`src/mips_pkg.sv`:
```
/* shared widths, encodings and stage payloads for the integer pipeline.
   alu_op_t value zero is the no-op, so an all-zero payload is a bubble. */
`default_nettype none

package mips_pkg;

    localparam int XLEN        = 32;
    localparam int REG_ADDR_W  = 5;
    localparam int INST_ADDR_W = 20;

    localparam logic [XLEN-1:0] RESET_PC = '0;

    // primary opcodes
    localparam logic [5:0] OP_SPECIAL = 6'h00;
    localparam logic [5:0] OP_ADDIU   = 6'h09;
    localparam logic [5:0] OP_SLTI    = 6'h0a;
    localparam logic [5:0] OP_SLTIU   = 6'h0b;
    localparam logic [5:0] OP_ANDI    = 6'h0c;
    localparam logic [5:0] OP_ORI     = 6'h0d;
    localparam logic [5:0] OP_XORI    = 6'h0e;
    localparam logic [5:0] OP_LUI     = 6'h0f;

    // function field of OP_SPECIAL
    localparam logic [5:0] FN_SLL  = 6'h00;
    localparam logic [5:0] FN_SRL  = 6'h02;
    localparam logic [5:0] FN_SRA  = 6'h03;
    localparam logic [5:0] FN_MFHI = 6'h10;
    localparam logic [5:0] FN_MFLO = 6'h12;
    localparam logic [5:0] FN_DIV  = 6'h1a;
    localparam logic [5:0] FN_DIVU = 6'h1b;
    localparam logic [5:0] FN_ADDU = 6'h21;
    localparam logic [5:0] FN_SUBU = 6'h23;
    localparam logic [5:0] FN_AND  = 6'h24;
    localparam logic [5:0] FN_OR   = 6'h25;
    localparam logic [5:0] FN_XOR  = 6'h26;
    localparam logic [5:0] FN_NOR  = 6'h27;
    localparam logic [5:0] FN_SLT  = 6'h2a;
    localparam logic [5:0] FN_SLTU = 6'h2b;

    typedef enum logic [4:0] {
        ALU_NOP = 5'd0, ALU_ADD, ALU_SUB, ALU_AND, ALU_OR, ALU_XOR, ALU_NOR,
        ALU_SLT, ALU_SLTU, ALU_SLL, ALU_SRL, ALU_SRA, ALU_LUI,
        ALU_MFHI, ALU_MFLO, ALU_DIV, ALU_DIVU
    } alu_op_t;

    typedef struct packed {
        logic [XLEN-1:0] pc;
        logic [XLEN-1:0] inst;
    } if_id_t;

    typedef struct packed {
        alu_op_t               alu_op;
        logic [XLEN-1:0]       op_a;
        logic [XLEN-1:0]       op_b;
        logic                  we;
        logic [REG_ADDR_W-1:0] waddr;
    } id_ex_t;

    // shared by EX/MEM and MEM/WB
    typedef struct packed {
        logic                  we;
        logic [REG_ADDR_W-1:0] waddr;
        logic [XLEN-1:0]       wdata;
        logic                  hilo_we;
        logic [XLEN-1:0]       hi;
        logic [XLEN-1:0]       lo;
    } wb_t;

endpackage

`default_nettype wire

```
`src/div_if.sv`:
```
/* divider request and result bundle. start and done are single-cycle
   pulses; quotient and remainder are only valid while done is high. */
`timescale 1ns/1ps
`default_nettype none

interface div_if #(
    parameter int W = 32
);
    logic         start;
    logic         is_signed;
    logic [W-1:0] dividend;
    logic [W-1:0] divisor;
    logic [W-1:0] quotient;
    logic [W-1:0] remainder;
    logic         done;

    modport requester (
        output start, is_signed, dividend, divisor,
        input  quotient, remainder, done
    );

    modport engine (
        input  start, is_signed, dividend, divisor,
        output quotient, remainder, done
    );
endinterface

`default_nettype wire

```
`src/cpu_top.sv`:
```
/* five-stage integer pipeline top. no branches or memory access; the
   only stall is a running divide, which bubbles EX/MEM. */
`timescale 1ns/1ps
`default_nettype none

module cpu_top import mips_pkg::*; (
    input  logic                   clk,
    input  logic                   rst_n_i,
    input  logic [XLEN-1:0]        inst_i,
    output logic [INST_ADDR_W-1:0] inst_addr_o,
    output logic                   wb_en_o,
    output logic [REG_ADDR_W-1:0]  wb_addr_o,
    output logic [XLEN-1:0]        wb_data_o
);

    if_id_t                if_id;
    id_ex_t                id_ex_d;
    id_ex_t                id_ex_q;
    wb_t                   ex_res;
    wb_t                   ex_mem;
    wb_t                   mem_wb;
    logic                  busy;
    logic [REG_ADDR_W-1:0] rd_addr_a;
    logic [REG_ADDR_W-1:0] rd_addr_b;
    logic [XLEN-1:0]       rd_data_a;
    logic [XLEN-1:0]       rd_data_b;
    logic [XLEN-1:0]       hi;
    logic [XLEN-1:0]       lo;

    div_if #(.W(XLEN)) div_bus ();

    fetch_unit u_fetch (
        .clk         (clk),
        .rst_n_i     (rst_n_i),
        .hold_i      (busy),
        .inst_i      (inst_i),
        .inst_addr_o (inst_addr_o),
        .if_id_o     (if_id)
    );

    decode u_decode (
        .if_id_i     (if_id),
        .rd_addr_a_o (rd_addr_a),
        .rd_addr_b_o (rd_addr_b),
        .rd_data_a_i (rd_data_a),
        .rd_data_b_i (rd_data_b),
        .hi_i        (hi),
        .lo_i        (lo),
        .ex_fwd_i    (ex_res),
        .mem_fwd_i   (ex_mem),
        .id_ex_o     (id_ex_d)
    );

    reg_file u_regs (
        .clk         (clk),
        .rst_n_i     (rst_n_i),
        .rd_addr_a_i (rd_addr_a),
        .rd_addr_b_i (rd_addr_b),
        .rd_data_a_o (rd_data_a),
        .rd_data_b_o (rd_data_b),
        .hi_o        (hi),
        .lo_o        (lo),
        .wb_i        (mem_wb)
    );

    stage_reg #(.T(id_ex_t)) u_id_ex (
        .clk      (clk),
        .rst_n_i  (rst_n_i),
        .hold_i   (busy),
        .bubble_i (1'b0),
        .d_i      (id_ex_d),
        .q_o      (id_ex_q)
    );

    execute u_execute (
        .clk      (clk),
        .rst_n_i  (rst_n_i),
        .id_ex_i  (id_ex_q),
        .div      (div_bus.requester),
        .busy_o   (busy),
        .result_o (ex_res)
    );

    divider #(.DIV_W(XLEN)) u_divider (
        .clk     (clk),
        .rst_n_i (rst_n_i),
        .div     (div_bus.engine)
    );

    stage_reg #(.T(wb_t)) u_ex_mem (
        .clk      (clk),
        .rst_n_i  (rst_n_i),
        .hold_i   (1'b0),
        .bubble_i (busy),
        .d_i      (ex_res),
        .q_o      (ex_mem)
    );

    // MEM has no work left, so EX/MEM feeds MEM/WB directly
    stage_reg #(.T(wb_t)) u_mem_wb (
        .clk      (clk),
        .rst_n_i  (rst_n_i),
        .hold_i   (1'b0),
        .bubble_i (1'b0),
        .d_i      (ex_mem),
        .q_o      (mem_wb)
    );

    assign wb_en_o   = mem_wb.we;
    assign wb_addr_o = mem_wb.waddr;
    assign wb_data_o = mem_wb.wdata;

endmodule

`default_nettype wire

```
`src/decode.sv`:
```
/* combinational decode with operand forwarding. unsupported words become
   ALU_NOP with no write; the execute result beats EX/MEM when both match. */
`timescale 1ns/1ps
`default_nettype none

module decode import mips_pkg::*; (
    input  if_id_t                if_id_i,
    output logic [REG_ADDR_W-1:0] rd_addr_a_o,
    output logic [REG_ADDR_W-1:0] rd_addr_b_o,
    input  logic [XLEN-1:0]       rd_data_a_i,
    input  logic [XLEN-1:0]       rd_data_b_i,
    input  logic [XLEN-1:0]       hi_i,
    input  logic [XLEN-1:0]       lo_i,
    input  wb_t                   ex_fwd_i,
    input  wb_t                   mem_fwd_i,
    output id_ex_t                id_ex_o
);

    logic [5:0]            opcode;
    logic [5:0]            funct;
    logic [REG_ADDR_W-1:0] rs;
    logic [REG_ADDR_W-1:0] rt;
    logic [REG_ADDR_W-1:0] rd;
    logic [4:0]            shamt;
    logic [XLEN-1:0]       imm_sx;
    logic [XLEN-1:0]       imm_zx;
    logic [XLEN-1:0]       rs_val;
    logic [XLEN-1:0]       rt_val;
    logic [XLEN-1:0]       hi_val;
    logic [XLEN-1:0]       lo_val;
    alu_op_t               op;

    function automatic logic [XLEN-1:0] fwd_gpr(
        input logic [REG_ADDR_W-1:0] addr,
        input logic [XLEN-1:0]       rf_val,
        input wb_t                   ex,
        input wb_t                   mem
    );
        if (addr == '0) begin
            return rf_val;
        end else if (ex.we && ex.waddr == addr) begin
            return ex.wdata;
        end else if (mem.we && mem.waddr == addr) begin
            return mem.wdata;
        end
        return rf_val;
    endfunction

    assign opcode = if_id_i.inst[31:26];
    assign rs     = if_id_i.inst[25:21];
    assign rt     = if_id_i.inst[20:16];
    assign rd     = if_id_i.inst[15:11];
    assign shamt  = if_id_i.inst[10:6];
    assign funct  = if_id_i.inst[5:0];
    assign imm_sx = {{(XLEN-16){if_id_i.inst[15]}}, if_id_i.inst[15:0]};
    assign imm_zx = {{(XLEN-16){1'b0}}, if_id_i.inst[15:0]};

    assign rd_addr_a_o = rs;
    assign rd_addr_b_o = rt;

    assign rs_val = fwd_gpr(rs, rd_data_a_i, ex_fwd_i, mem_fwd_i);
    assign rt_val = fwd_gpr(rt, rd_data_b_i, ex_fwd_i, mem_fwd_i);
    assign hi_val = ex_fwd_i.hilo_we ? ex_fwd_i.hi :
                    mem_fwd_i.hilo_we ? mem_fwd_i.hi : hi_i;
    assign lo_val = ex_fwd_i.hilo_we ? ex_fwd_i.lo :
                    mem_fwd_i.hilo_we ? mem_fwd_i.lo : lo_i;

    always_comb begin
        op = ALU_NOP;
        case (opcode)
            OP_SPECIAL: begin
                case (funct)
                    FN_ADDU: op = ALU_ADD;
                    FN_SUBU: op = ALU_SUB;
                    FN_AND:  op = ALU_AND;
                    FN_OR:   op = ALU_OR;
                    FN_XOR:  op = ALU_XOR;
                    FN_NOR:  op = ALU_NOR;
                    FN_SLT:  op = ALU_SLT;
                    FN_SLTU: op = ALU_SLTU;
                    FN_SLL:  op = ALU_SLL;
                    FN_SRL:  op = ALU_SRL;
                    FN_SRA:  op = ALU_SRA;
                    FN_MFHI: op = ALU_MFHI;
                    FN_MFLO: op = ALU_MFLO;
                    FN_DIV:  op = ALU_DIV;
                    FN_DIVU: op = ALU_DIVU;
                    default: op = ALU_NOP;
                endcase
            end
            OP_ADDIU: op = ALU_ADD;
            OP_SLTI:  op = ALU_SLT;
            OP_SLTIU: op = ALU_SLTU;
            OP_ANDI:  op = ALU_AND;
            OP_ORI:   op = ALU_OR;
            OP_XORI:  op = ALU_XOR;
            OP_LUI:   op = ALU_LUI;
            default:  op = ALU_NOP;
        endcase
    end

    always_comb begin
        id_ex_o.alu_op = op;
        case (op)
            ALU_SLL, ALU_SRL, ALU_SRA: id_ex_o.op_a = {{(XLEN-5){1'b0}}, shamt};
            ALU_MFHI: id_ex_o.op_a = hi_val;
            ALU_MFLO: id_ex_o.op_a = lo_val;
            default:  id_ex_o.op_a = rs_val;
        endcase
        if (opcode == OP_SPECIAL) begin
            id_ex_o.op_b  = rt_val;
            id_ex_o.waddr = rd;
        end else begin
            // arithmetic immediates sign-extend, logical ones zero-extend
            id_ex_o.op_b  = (opcode inside {OP_ADDIU, OP_SLTI, OP_SLTIU}) ? imm_sx : imm_zx;
            id_ex_o.waddr = rt;
        end
        id_ex_o.we = !(op inside {ALU_NOP, ALU_DIV, ALU_DIVU}) && (id_ex_o.waddr != '0);
    end

endmodule

`default_nettype wire

```
`src/divider.sv`:
```
/* restoring divider, one quotient bit per cycle; done comes DIV_W+1 cycles
   after start. divide by zero yields an all-ones magnitude quotient. */
`timescale 1ns/1ps
`default_nettype none

module divider #(
    parameter int DIV_W = 32
) (
    input  logic clk,
    input  logic rst_n_i,
    div_if.engine div
);

    localparam int CNT_W = $clog2(DIV_W + 1);

    logic             running;
    logic             done_q;
    logic [CNT_W-1:0] cnt;
    logic [DIV_W-1:0] rem;
    logic [DIV_W-1:0] quo;
    logic [DIV_W-1:0] dvs;
    logic [DIV_W-1:0] mag_a;
    logic [DIV_W-1:0] mag_b;
    logic             neg_q;
    logic             neg_r;
    logic [DIV_W:0]   shifted;
    logic [DIV_W:0]   diff;

    assign mag_a = (div.is_signed && div.dividend[DIV_W-1]) ? -div.dividend : div.dividend;
    assign mag_b = (div.is_signed && div.divisor[DIV_W-1]) ? -div.divisor : div.divisor;

    // top bit of diff set means the trial subtract went negative
    assign shifted = {rem, quo[DIV_W-1]};
    assign diff    = shifted - {1'b0, dvs};

    always_ff @(posedge clk or negedge rst_n_i) begin
        if (!rst_n_i) begin
            running <= 1'b0;
            done_q  <= 1'b0;
            cnt     <= '0;
        end else begin
            done_q <= 1'b0;
            if (div.start) begin
                running <= 1'b1;
                cnt     <= CNT_W'(DIV_W);
            end else if (running) begin
                cnt <= cnt - 1'b1;
                if (cnt == CNT_W'(1)) begin
                    running <= 1'b0;
                    done_q  <= 1'b1;
                end
            end
        end
    end

    always_ff @(posedge clk) begin
        if (div.start) begin
            rem   <= '0;
            quo   <= mag_a;
            dvs   <= mag_b;
            neg_q <= div.is_signed && (div.dividend[DIV_W-1] ^ div.divisor[DIV_W-1]);
            neg_r <= div.is_signed && div.dividend[DIV_W-1];
        end else if (running) begin
            if (diff[DIV_W]) begin
                rem <= shifted[DIV_W-1:0];
                quo <= {quo[DIV_W-2:0], 1'b0};
            end else begin
                rem <= diff[DIV_W-1:0];
                quo <= {quo[DIV_W-2:0], 1'b1};
            end
        end
    end

    assign div.quotient  = neg_q ? -quo : quo;
    assign div.remainder = neg_r ? -rem : rem;
    assign div.done      = done_q;

endmodule

`default_nettype wire

```
`src/execute.sv`:
```
/* ALU and divide issue. busy_o is combinational and drops in the done
   cycle, when the quotient and remainder leave as a LO/HI write. */
`timescale 1ns/1ps
`default_nettype none

module execute import mips_pkg::*; (
    input  logic   clk,
    input  logic   rst_n_i,
    input  id_ex_t id_ex_i,
    div_if.requester div,
    output logic   busy_o,
    output wb_t    result_o
);

    logic            is_div;
    logic            pending;
    logic [XLEN-1:0] a;
    logic [XLEN-1:0] b;
    logic [XLEN-1:0] alu_res;

    assign a      = id_ex_i.op_a;
    assign b      = id_ex_i.op_b;
    assign is_div = id_ex_i.alu_op inside {ALU_DIV, ALU_DIVU};

    always_comb begin
        case (id_ex_i.alu_op)
            ALU_ADD:  alu_res = a + b;
            ALU_SUB:  alu_res = a - b;
            ALU_AND:  alu_res = a & b;
            ALU_OR:   alu_res = a | b;
            ALU_XOR:  alu_res = a ^ b;
            ALU_NOR:  alu_res = ~(a | b);
            ALU_SLT:  alu_res = {{(XLEN-1){1'b0}}, $signed(a) < $signed(b)};
            ALU_SLTU: alu_res = {{(XLEN-1){1'b0}}, a < b};
            // shift amount arrives in op_a
            ALU_SLL:  alu_res = b << a[4:0];
            ALU_SRL:  alu_res = b >> a[4:0];
            ALU_SRA:  alu_res = $unsigned($signed(b) >>> a[4:0]);
            ALU_LUI:  alu_res = {b[15:0], 16'h0000};
            ALU_MFHI, ALU_MFLO: alu_res = a;
            default:  alu_res = '0;
        endcase
    end

    // one start per divide, even while the stage is held
    always_ff @(posedge clk or negedge rst_n_i) begin
        if (!rst_n_i) begin
            pending <= 1'b0;
        end else if (div.start) begin
            pending <= 1'b1;
        end else if (div.done) begin
            pending <= 1'b0;
        end
    end

    assign div.start     = is_div && !pending;
    assign div.is_signed = (id_ex_i.alu_op == ALU_DIV);
    assign div.dividend  = a;
    assign div.divisor   = b;
    assign busy_o        = is_div && !div.done;

    assign result_o.we      = id_ex_i.we;
    assign result_o.waddr   = id_ex_i.waddr;
    assign result_o.wdata   = alu_res;
    assign result_o.hilo_we = is_div && div.done;
    assign result_o.hi      = div.remainder;
    assign result_o.lo      = div.quotient;

endmodule

`default_nettype wire

```
`src/fetch_unit.sv`:
```
/* program counter and IF/ID. instruction memory must answer the word
   address combinationally within the same cycle. */
`timescale 1ns/1ps
`default_nettype none

module fetch_unit import mips_pkg::*; (
    input  logic                   clk,
    input  logic                   rst_n_i,
    input  logic                   hold_i,
    input  logic [XLEN-1:0]        inst_i,
    output logic [INST_ADDR_W-1:0] inst_addr_o,
    output if_id_t                 if_id_o
);

    logic [XLEN-1:0] pc;
    if_id_t          if_id_d;

    always_ff @(posedge clk or negedge rst_n_i) begin
        if (!rst_n_i) begin
            pc <= RESET_PC;
        end else if (!hold_i) begin
            pc <= pc + XLEN'(4);
        end
    end

    // byte address to word address
    assign inst_addr_o  = pc[INST_ADDR_W+1:2];
    assign if_id_d.pc   = pc;
    assign if_id_d.inst = inst_i;

    stage_reg #(.T(if_id_t)) u_if_id (
        .clk      (clk),
        .rst_n_i  (rst_n_i),
        .hold_i   (hold_i),
        .bubble_i (1'b0),
        .d_i      (if_id_d),
        .q_o      (if_id_o)
    );

endmodule

`default_nettype wire

```
`src/reg_file.sv`:
```
/* 32 GPRs and HI/LO. a write in WB is visible to a read in the same
   cycle; register 0 is never written. */
`timescale 1ns/1ps
`default_nettype none

module reg_file import mips_pkg::*; (
    input  logic                  clk,
    input  logic                  rst_n_i,
    input  logic [REG_ADDR_W-1:0] rd_addr_a_i,
    input  logic [REG_ADDR_W-1:0] rd_addr_b_i,
    output logic [XLEN-1:0]       rd_data_a_o,
    output logic [XLEN-1:0]       rd_data_b_o,
    output logic [XLEN-1:0]       hi_o,
    output logic [XLEN-1:0]       lo_o,
    input  wb_t                   wb_i
);

    logic [XLEN-1:0] regs [32];
    logic [XLEN-1:0] hi_q;
    logic [XLEN-1:0] lo_q;
    logic            gpr_we;

    assign gpr_we = wb_i.we && (wb_i.waddr != '0);

    always_ff @(posedge clk or negedge rst_n_i) begin
        if (!rst_n_i) begin
            for (int i = 0; i < 32; i++) begin
                regs[i] <= '0;
            end
            hi_q <= '0;
            lo_q <= '0;
        end else begin
            if (gpr_we) begin
                regs[wb_i.waddr] <= wb_i.wdata;
            end
            if (wb_i.hilo_we) begin
                hi_q <= wb_i.hi;
                lo_q <= wb_i.lo;
            end
        end
    end

    // write-through bypass
    assign rd_data_a_o = (gpr_we && wb_i.waddr == rd_addr_a_i) ? wb_i.wdata : regs[rd_addr_a_i];
    assign rd_data_b_o = (gpr_we && wb_i.waddr == rd_addr_b_i) ? wb_i.wdata : regs[rd_addr_b_i];
    assign hi_o        = wb_i.hilo_we ? wb_i.hi : hi_q;
    assign lo_o        = wb_i.hilo_we ? wb_i.lo : lo_q;

endmodule

`default_nettype wire

```
`src/stage_reg.sv`:
```
/* pipeline register for any packed payload. bubble_i wins over hold_i;
   the zero payload must decode as a no-op. */
`timescale 1ns/1ps
`default_nettype none

module stage_reg #(
    parameter type T = logic
) (
    input  logic clk,
    input  logic rst_n_i,
    input  logic hold_i,
    input  logic bubble_i,
    input  T     d_i,
    output T     q_o
);

    always_ff @(posedge clk or negedge rst_n_i) begin
        if (!rst_n_i) begin
            q_o <= '0;
        end else if (bubble_i) begin
            q_o <= '0;
        end else if (!hold_i) begin
            q_o <= d_i;
        end
    end

endmodule

`default_nettype wire

```
`config.mk`:
```
export PLATFORM = sky130hd
export DESIGN_NAME = cpu_top
export DESIGN_NICKNAME = d
export VERILOG_FILES = /design/src/mips_pkg.sv /design/src/div_if.sv /design/src/cpu_top.sv /design/src/decode.sv /design/src/divider.sv /design/src/execute.sv /design/src/fetch_unit.sv /design/src/reg_file.sv /design/src/stage_reg.sv
export SDC_FILE = /design/constraint.sdc
export NUM_CORES = 2
export LEC_CHECK = 0
export BUFFER_PORTS_ARGS = -buffer_cell sky130_fd_sc_hd__buf_2
export CORE_ASPECT_RATIO = 1.25
export CORE_MARGIN = 4
export CORE_UTILIZATION = 35
export CTS_CLUSTER_SIZE = 24
export DETAILED_ROUTE_END_ITERATION = 8
export MAX_ROUTING_LAYER = met4
export PLACE_DENSITY_LB_ADDON = 0.1
export SLEW_MARGIN = 20
export SYNTH_ARGS = -nofsm -noshare
export SYNTH_HDL_FRONTEND = slang
export SYNTH_SLANG_ARGS = --single-unit
```
`constraint.sdc`:
```
create_clock -name clk -period 5.4 [get_ports clk]
set_clock_uncertainty 0.05 [all_clocks]
set_input_delay 1.62 -clock clk [delete_from_list [all_inputs] [get_ports clk]]
set_output_delay 1.62 -clock clk [all_outputs]
set_load 0.02 [all_outputs]
```
# Yosys cells after proc, flatten, opt, wreduce, memory -nomap -nowiden
# Memory sizes are Yosys's and may differ from the RTL's.
# Cells that the tools add are included.
# word_totals
in_bits	34
output_inout_bits	58
rom_bits	320
memories	1
ff_bits	1540
# mem_list
name	words	width	read_ports	rd_clocked_by_memory_dff	write_ports	line_no	source
(no name shown)	64	5	1	0	0	decode.sv:72	case (funct)
# op_classes
mux	56
n_shift	3
reduce_logical	31
n_eq_ne	37
bitwise	8
n_lt_le_gt_ge	6
n_addsub	9
# op_table
op	count
$bwmux 1024	1
$mux 32	30
$pmux 32 s13	1
$bmux 32 s5	2
$demux 32 s5	1
$neg 32->32	4
$mux 103	1
$pmux 32 s3	1
$eq 5x4->1 const B	14
$lt 32x32->1	2
$eq 6x4->1 const B	7
$pmux 5 s8	1
$sub 33x32->33	1
$add 32x3->32 const B	1
$add 32x32->32	1
$and 32x32->32	1
$not 32->32	1
$or 32x32->32	1
$shl 32x5->32	1
$shr 32x5->32	1
$sshr 32x5->32	1
$sub 32x32->32	1
$xor 32x32->32	1
$eq 5x5->1	6
22 further kinds	68

# Depth between registers and ports, before layout
# depth
depth_word	8
mapped_depth	17

# Hierarchy
# Synthesis repeated with hierarchy kept, for this count alone.
# unflattened
hier_cells	8048
area_unflattened_um2	94918.5
# modules_own_cells
module	area_each_um2	cells_per_inst	n_inst
reg_file	55708.4	3613	1
execute	9982.1	1440	1
divider	8471.9	1031	1
stage_reg at u_ex_mem ...	4227.8	332	2
decode	4957.3	706	1
stage_reg at u_id_ex	3091.7	242	1
stage_reg at u_fetch.u_if_id	2611.3	206	1
fetch_unit	1636.6	145	1
cpu_top	3.8	1	1

# Worst setup path after synthesis
# Ideal clock, no wire load.
# synth_path
path_kind	register to register
startpoint	reg u_id_ex.q_o[40] (netlist bit)
endpoint	reg u_id_ex.q_o[32] (netlist bit)
path_stages_with_launch	17
arrival_time_ns	4.252
slack_ns	1.024
setup_time_ns	0.074
t_required_ns	5.276
period_less_slack_ns	4.376
path_cell_list	dfrtp_1 buf_2 clkinv_1 buf_1 buf_1 ha_1 buf_4 nor2_2 o311a_1 or3_4 a311o_4 a2111oi_4 o41ai_2 a2111oi_4 nor3_1 o221a_1 a21oi_2
# synth_via
elab_chain_len	6
# synth_rtl
element	line_no	source
from (decl)	stage_reg.sv:14	output T q_o
from (signal assigned)	stage_reg.sv:23	q_o <= d_i;
$sub 32x32->32 (tied with other cells)	execute.sv:28	ALU_SUB: alu_res = a - b;
$pmux 32 s13 (*)	execute.sv:26	case (id_ex_i.alu_op)
$mux 32 (*)	decode.sv:41	end else if (ex.we && ex.waddr == addr) begin
$mux 32 (*)	decode.sv:39	if (addr == '0) begin
$mux 32 (*)	decode.sv:46	return rf_val;
$mux 32 (*)	decode.sv:110	if (opcode == OP_SPECIAL) begin
# Mark *: on every way between the ends. The rest lies on a longest branch, timed or not.
# A chain may end at the register's enable or synchronous reset.

# Worst setup path in the final report
# layout_path
startpoint	reg u_id_ex.q_o[51] (netlist bit)
endpoint	reg u_id_ex.q_o[32] (netlist bit)
# layout_via
elab_chain_len	6
# layout_rtl
element	line_no
$sub 32x32->32 / $add 32x32->32 (equally long branches)	execute.sv:28, execute.sv:27
$pmux 32 s13 (*)	execute.sv:26
$mux 32 (*)	decode.sv:41
$mux 32 (*)	decode.sv:39
$mux 32 (*)	decode.sv:46
$mux 32 (*)	decode.sv:110
# Marked as above.

==> run metrics <==
share of final-layout standard cells stronger than drive strength 1=36.50%; per-cell routed wire length=35.23 µm; # IOs=about 90; Post-synth top flop=dfrtp_1; residual DRC count=0; top cell family by delay on the critical path=simple AND/OR/NAND/NOR gates; number of nets in the synthesized netlist=7348; Least-Margin Pin Slew=1.191 ns; Hold Crit Class=flop to flop; status=completed; HPWL after DPL=252.9 mm; worst hold path startpoint=u_ex_mem.q_o[4]; TritonCTS clock tree=yes; share of the synthesized area in the top cell type=40.11%; reg2reg end=u_id_ex.q_o[32]; Sum Neg Setup Slack=0 ns; Avg Synthesized Cell Area=12.47 µm²; clk slew on worst S/H paths=0.06 ns; setup slack, reg-to-reg=0.52 ns; Max Clock Freq=between 0.2 and 0.25 GHz; y dimension of the die=572.4 µm; Clk Latency, worst-skew pair=0.88 ns; Static Leakage=44.79 nW; area added between synthesis and finish=13.04%; post-route clock period utilization=90.42%; Min-Delay Endpoint=u_mem_wb.q_o[4]; critical setup path kind=flop to flop; count of max-cap constraint violations=0; number of buffers inserted to repair setup after CTS=0; Post-Synthesis Cell Area=0.08921 mm²; count of TritonRoute iterations in the first routing pass=9; maximum number of pins on one net before global-route repair=133; slew margin rel.=20.05%; via count of the first global-routing pass=65410; placement-stage worst setup slack=approximately 0.74 ns; clock buffer count from CTS=about 180; number of instances in the synthesized netlist=7156; post-layout worst setup margin=0.5175 ns; setup repair after global routing missed its margin=false; DIE AREA=0.2631 mm²; cell count of the worst reg-to-reg path=13; maximum single-stage delay on the critical path=0.86 ns; Crit. path cell count=13; clock sink total=1528; CP max-delay cell=nor4_1; final critical-path required period=4.882 ns; total number of placement rows=206; number of distinct library cells after synthesis=101; crit path launch type=flop; number of port buffers=between 90 and 100; cell taking the most area after synthesis=dfrtp_1; master cell of the clock root buffer=clkbuf_16; crit path buf inv count=3; async set or reset register ratio after synthesis=93.59%; number of failing hold endpoints at the final stage=0; endpoint type of the worst setup path=flop; max-slew violation count=0; source of the worst register-to-register timing path=u_id_ex.q_o[51]; crit path max fanout=12; portion of the post-synthesis area used by sequential elements=43.05%; power density over the cells=around 320 mW/mm²; final weighted congestion in routability-driven placement=1.000; initial core utilization=roughly a third; Post-synth EDFFs=66; CP Data Required Time=6.07 ns; wire length of the first global-routing pass=525.1 mm; total vias in the final route=between 60000 and 70000; initial DRC count=5525; hold-critical path depth=0; width of the chip=~460 µm; buffer depth of the longest clock path=4; Crit path arrival time=5.56 ns; Final #Nets=7293; initial antenna violation count=15; Worst IR Drop VDD=about 0.00045 V; total wirelength of the detailed-routed design=372.4 mm; total overflow reported by the global router=0; Cell Chain, Critical Path=inv_1 > ha_1 > buf_4 > nor2_1 > nand2_1 > nor4_1 > a2111oi_4 > o41ai_2 > a2111oi_4 > nor3_1 > buf_4 > o221a_1 > a21oi_2; number of instances resized during post-cts repair=0; Routed Antenna Nets=0; area of the core region=about 0.25 mm²; GRT Overall Usage=approximately 29%; warning count from the yosys run=0; synth top area cells=dfrtp_1 40%, mux4_2 18%, mux2_2 14%; count of H-tree levels built during CTS=4; Final setup violation count=0; routed vias/inst=6.058; hold buffer count at cts=0; synthesis-stage register bit count=1528
-- Yosys cell counts (all sizes together) (28+ instances only) --
cell type and instances:
a211oi 47, a21o 29, a21oi 306, a221oi 34, a31oi 35, buf 223
clkbuf 479, dfrtp 1430, dfxtp 32, edfxtp 66, ha 155, inv 169
mux2 1077, mux2i 196, mux4 717, nand2 396, nand2b 33, nand3 78
nand4 33, nor2 446, nor3 76, nor4 33, o211ai 55, o21ai 273
o31ai 39, or3 28, xnor2 105, xor2 93
-- worst reg2reg max path: cells and delay by family (launching register included) --
kind                       cells  cell delay (ns)
adders and majority gates      1             0.36
DFF                            1             0.68
and+or+nand+nor                4             1.76
AOI/OAI and AO/OA              5             1.26
buffers and inverters          3             0.65
-- sequential cells by signal, summed over array words and instances (netlist names), 6 cells and up --
| register | count |
|---|---|
| u_divider.cnt | 6 |
| u_divider.dvs | 32 |
| u_divider.quo | 32 |
| u_divider.rem | 32 |
| u_ex_mem.q_o | 103 |
| u_fetch.pc | 20 |
| u_fetch.u_if_id.q_o | 32 |
| u_id_ex.q_o | 75 |
| u_mem_wb.q_o | 103 |
| u_regs.hi_q | 32 |
| u_regs.lo_q | 32 |
| u_regs.regs | 1024 |
-- cells in the final DEF (no fill, tap or decap), types with 188 or more instances in the layout --
cell	n
a21oi_1	304
buf_4	317
clkbuf_16	188
dfrtp_1	1408
mux2_2	1077
mux2i_1	196
mux4_2	717
nand2_1	382
nor2_1	419
o21ai_0	261
-- per-layer routing --
metal,vias up,global-route usage (%),share of wire [%]
li1,26890,-,-
met1,34480,34.29,39
met2,1992,47.91,50
met3,690,3.865,4.6
met4,0,14.86,6.3
met5,-,-,0
-- where the power goes --
| part | leakage (nW) | internal, mW | switching (mW) |
|---|---|---|---|
| logic | 21.7 | 2.54 | 3.90 |
| registers | 20.2 | 12.5 | 1.02 |
| clock network | 2.89 | 7.35 | 5.14 |
-- cell families after synthesis --
logic type	after synthesis	synth area share (%)
simple gates	1258	6.368
fa+ha+maj	158	2.241
xor+xnor	198	1.944
buf+inv	875	3.934
compound gates	1149	8.561
mux	1990	33.90
flops	1528	43.05
-- area by class of cell --
class | instances | area (µm²)
Antenna cell | 10 | 25.02
Clock buffer | 276 | 5405
Clock inverter | 42 | 508.0
Fill cell | 23960 | 152000
Inverter | 173 | 650.6
Multi-Input combinational cell | 4753 | 47650
Sequential cell | 1528 | 38470
Tap cell | 3328 | 4164
Timing Repair Buffer | 463 | 3961
-- stage by stage --
stage | instance area (µm²) | utilization, % | hold WS, ns | power, mW | std cells
floorplan | 89210 | - | 0.2956 | 17.52 | 7156
global placement | 94810 | 37.50 | 0.3001 | 20.08 | 10240
detailed placement | 94880 | 37.52 | 0.3020 | 20.14 | 10240
CTS | 100800 | 39.86 | 0.2967 | 32.78 | 10560
global route | 100800 | 39.88 | 0.3207 | 33.85 | 10570
finish | 100800 | 39.88 | 0.3026 | 32.47 | 10570
-- worst max path at each step --
stage	from	end	slack [ns]
detailed placement	u_id_ex.q_o[51]	u_id_ex.q_o[32]	0.74
CTS	u_id_ex.q_o[39]	u_id_ex.q_o[61]	0.72
global placement	u_divider.quo[1]	u_id_ex.q_o[69]	0.56
floorplan	u_id_ex.q_o[40]	u_id_ex.q_o[32]	1.02
finish	u_id_ex.q_o[51]	u_id_ex.q_o[32]	0.52
global route	u_id_ex.q_o[51]	u_id_ex.q_o[32]	0.52
Note: power is estimated with default switching activity, not from simulation.
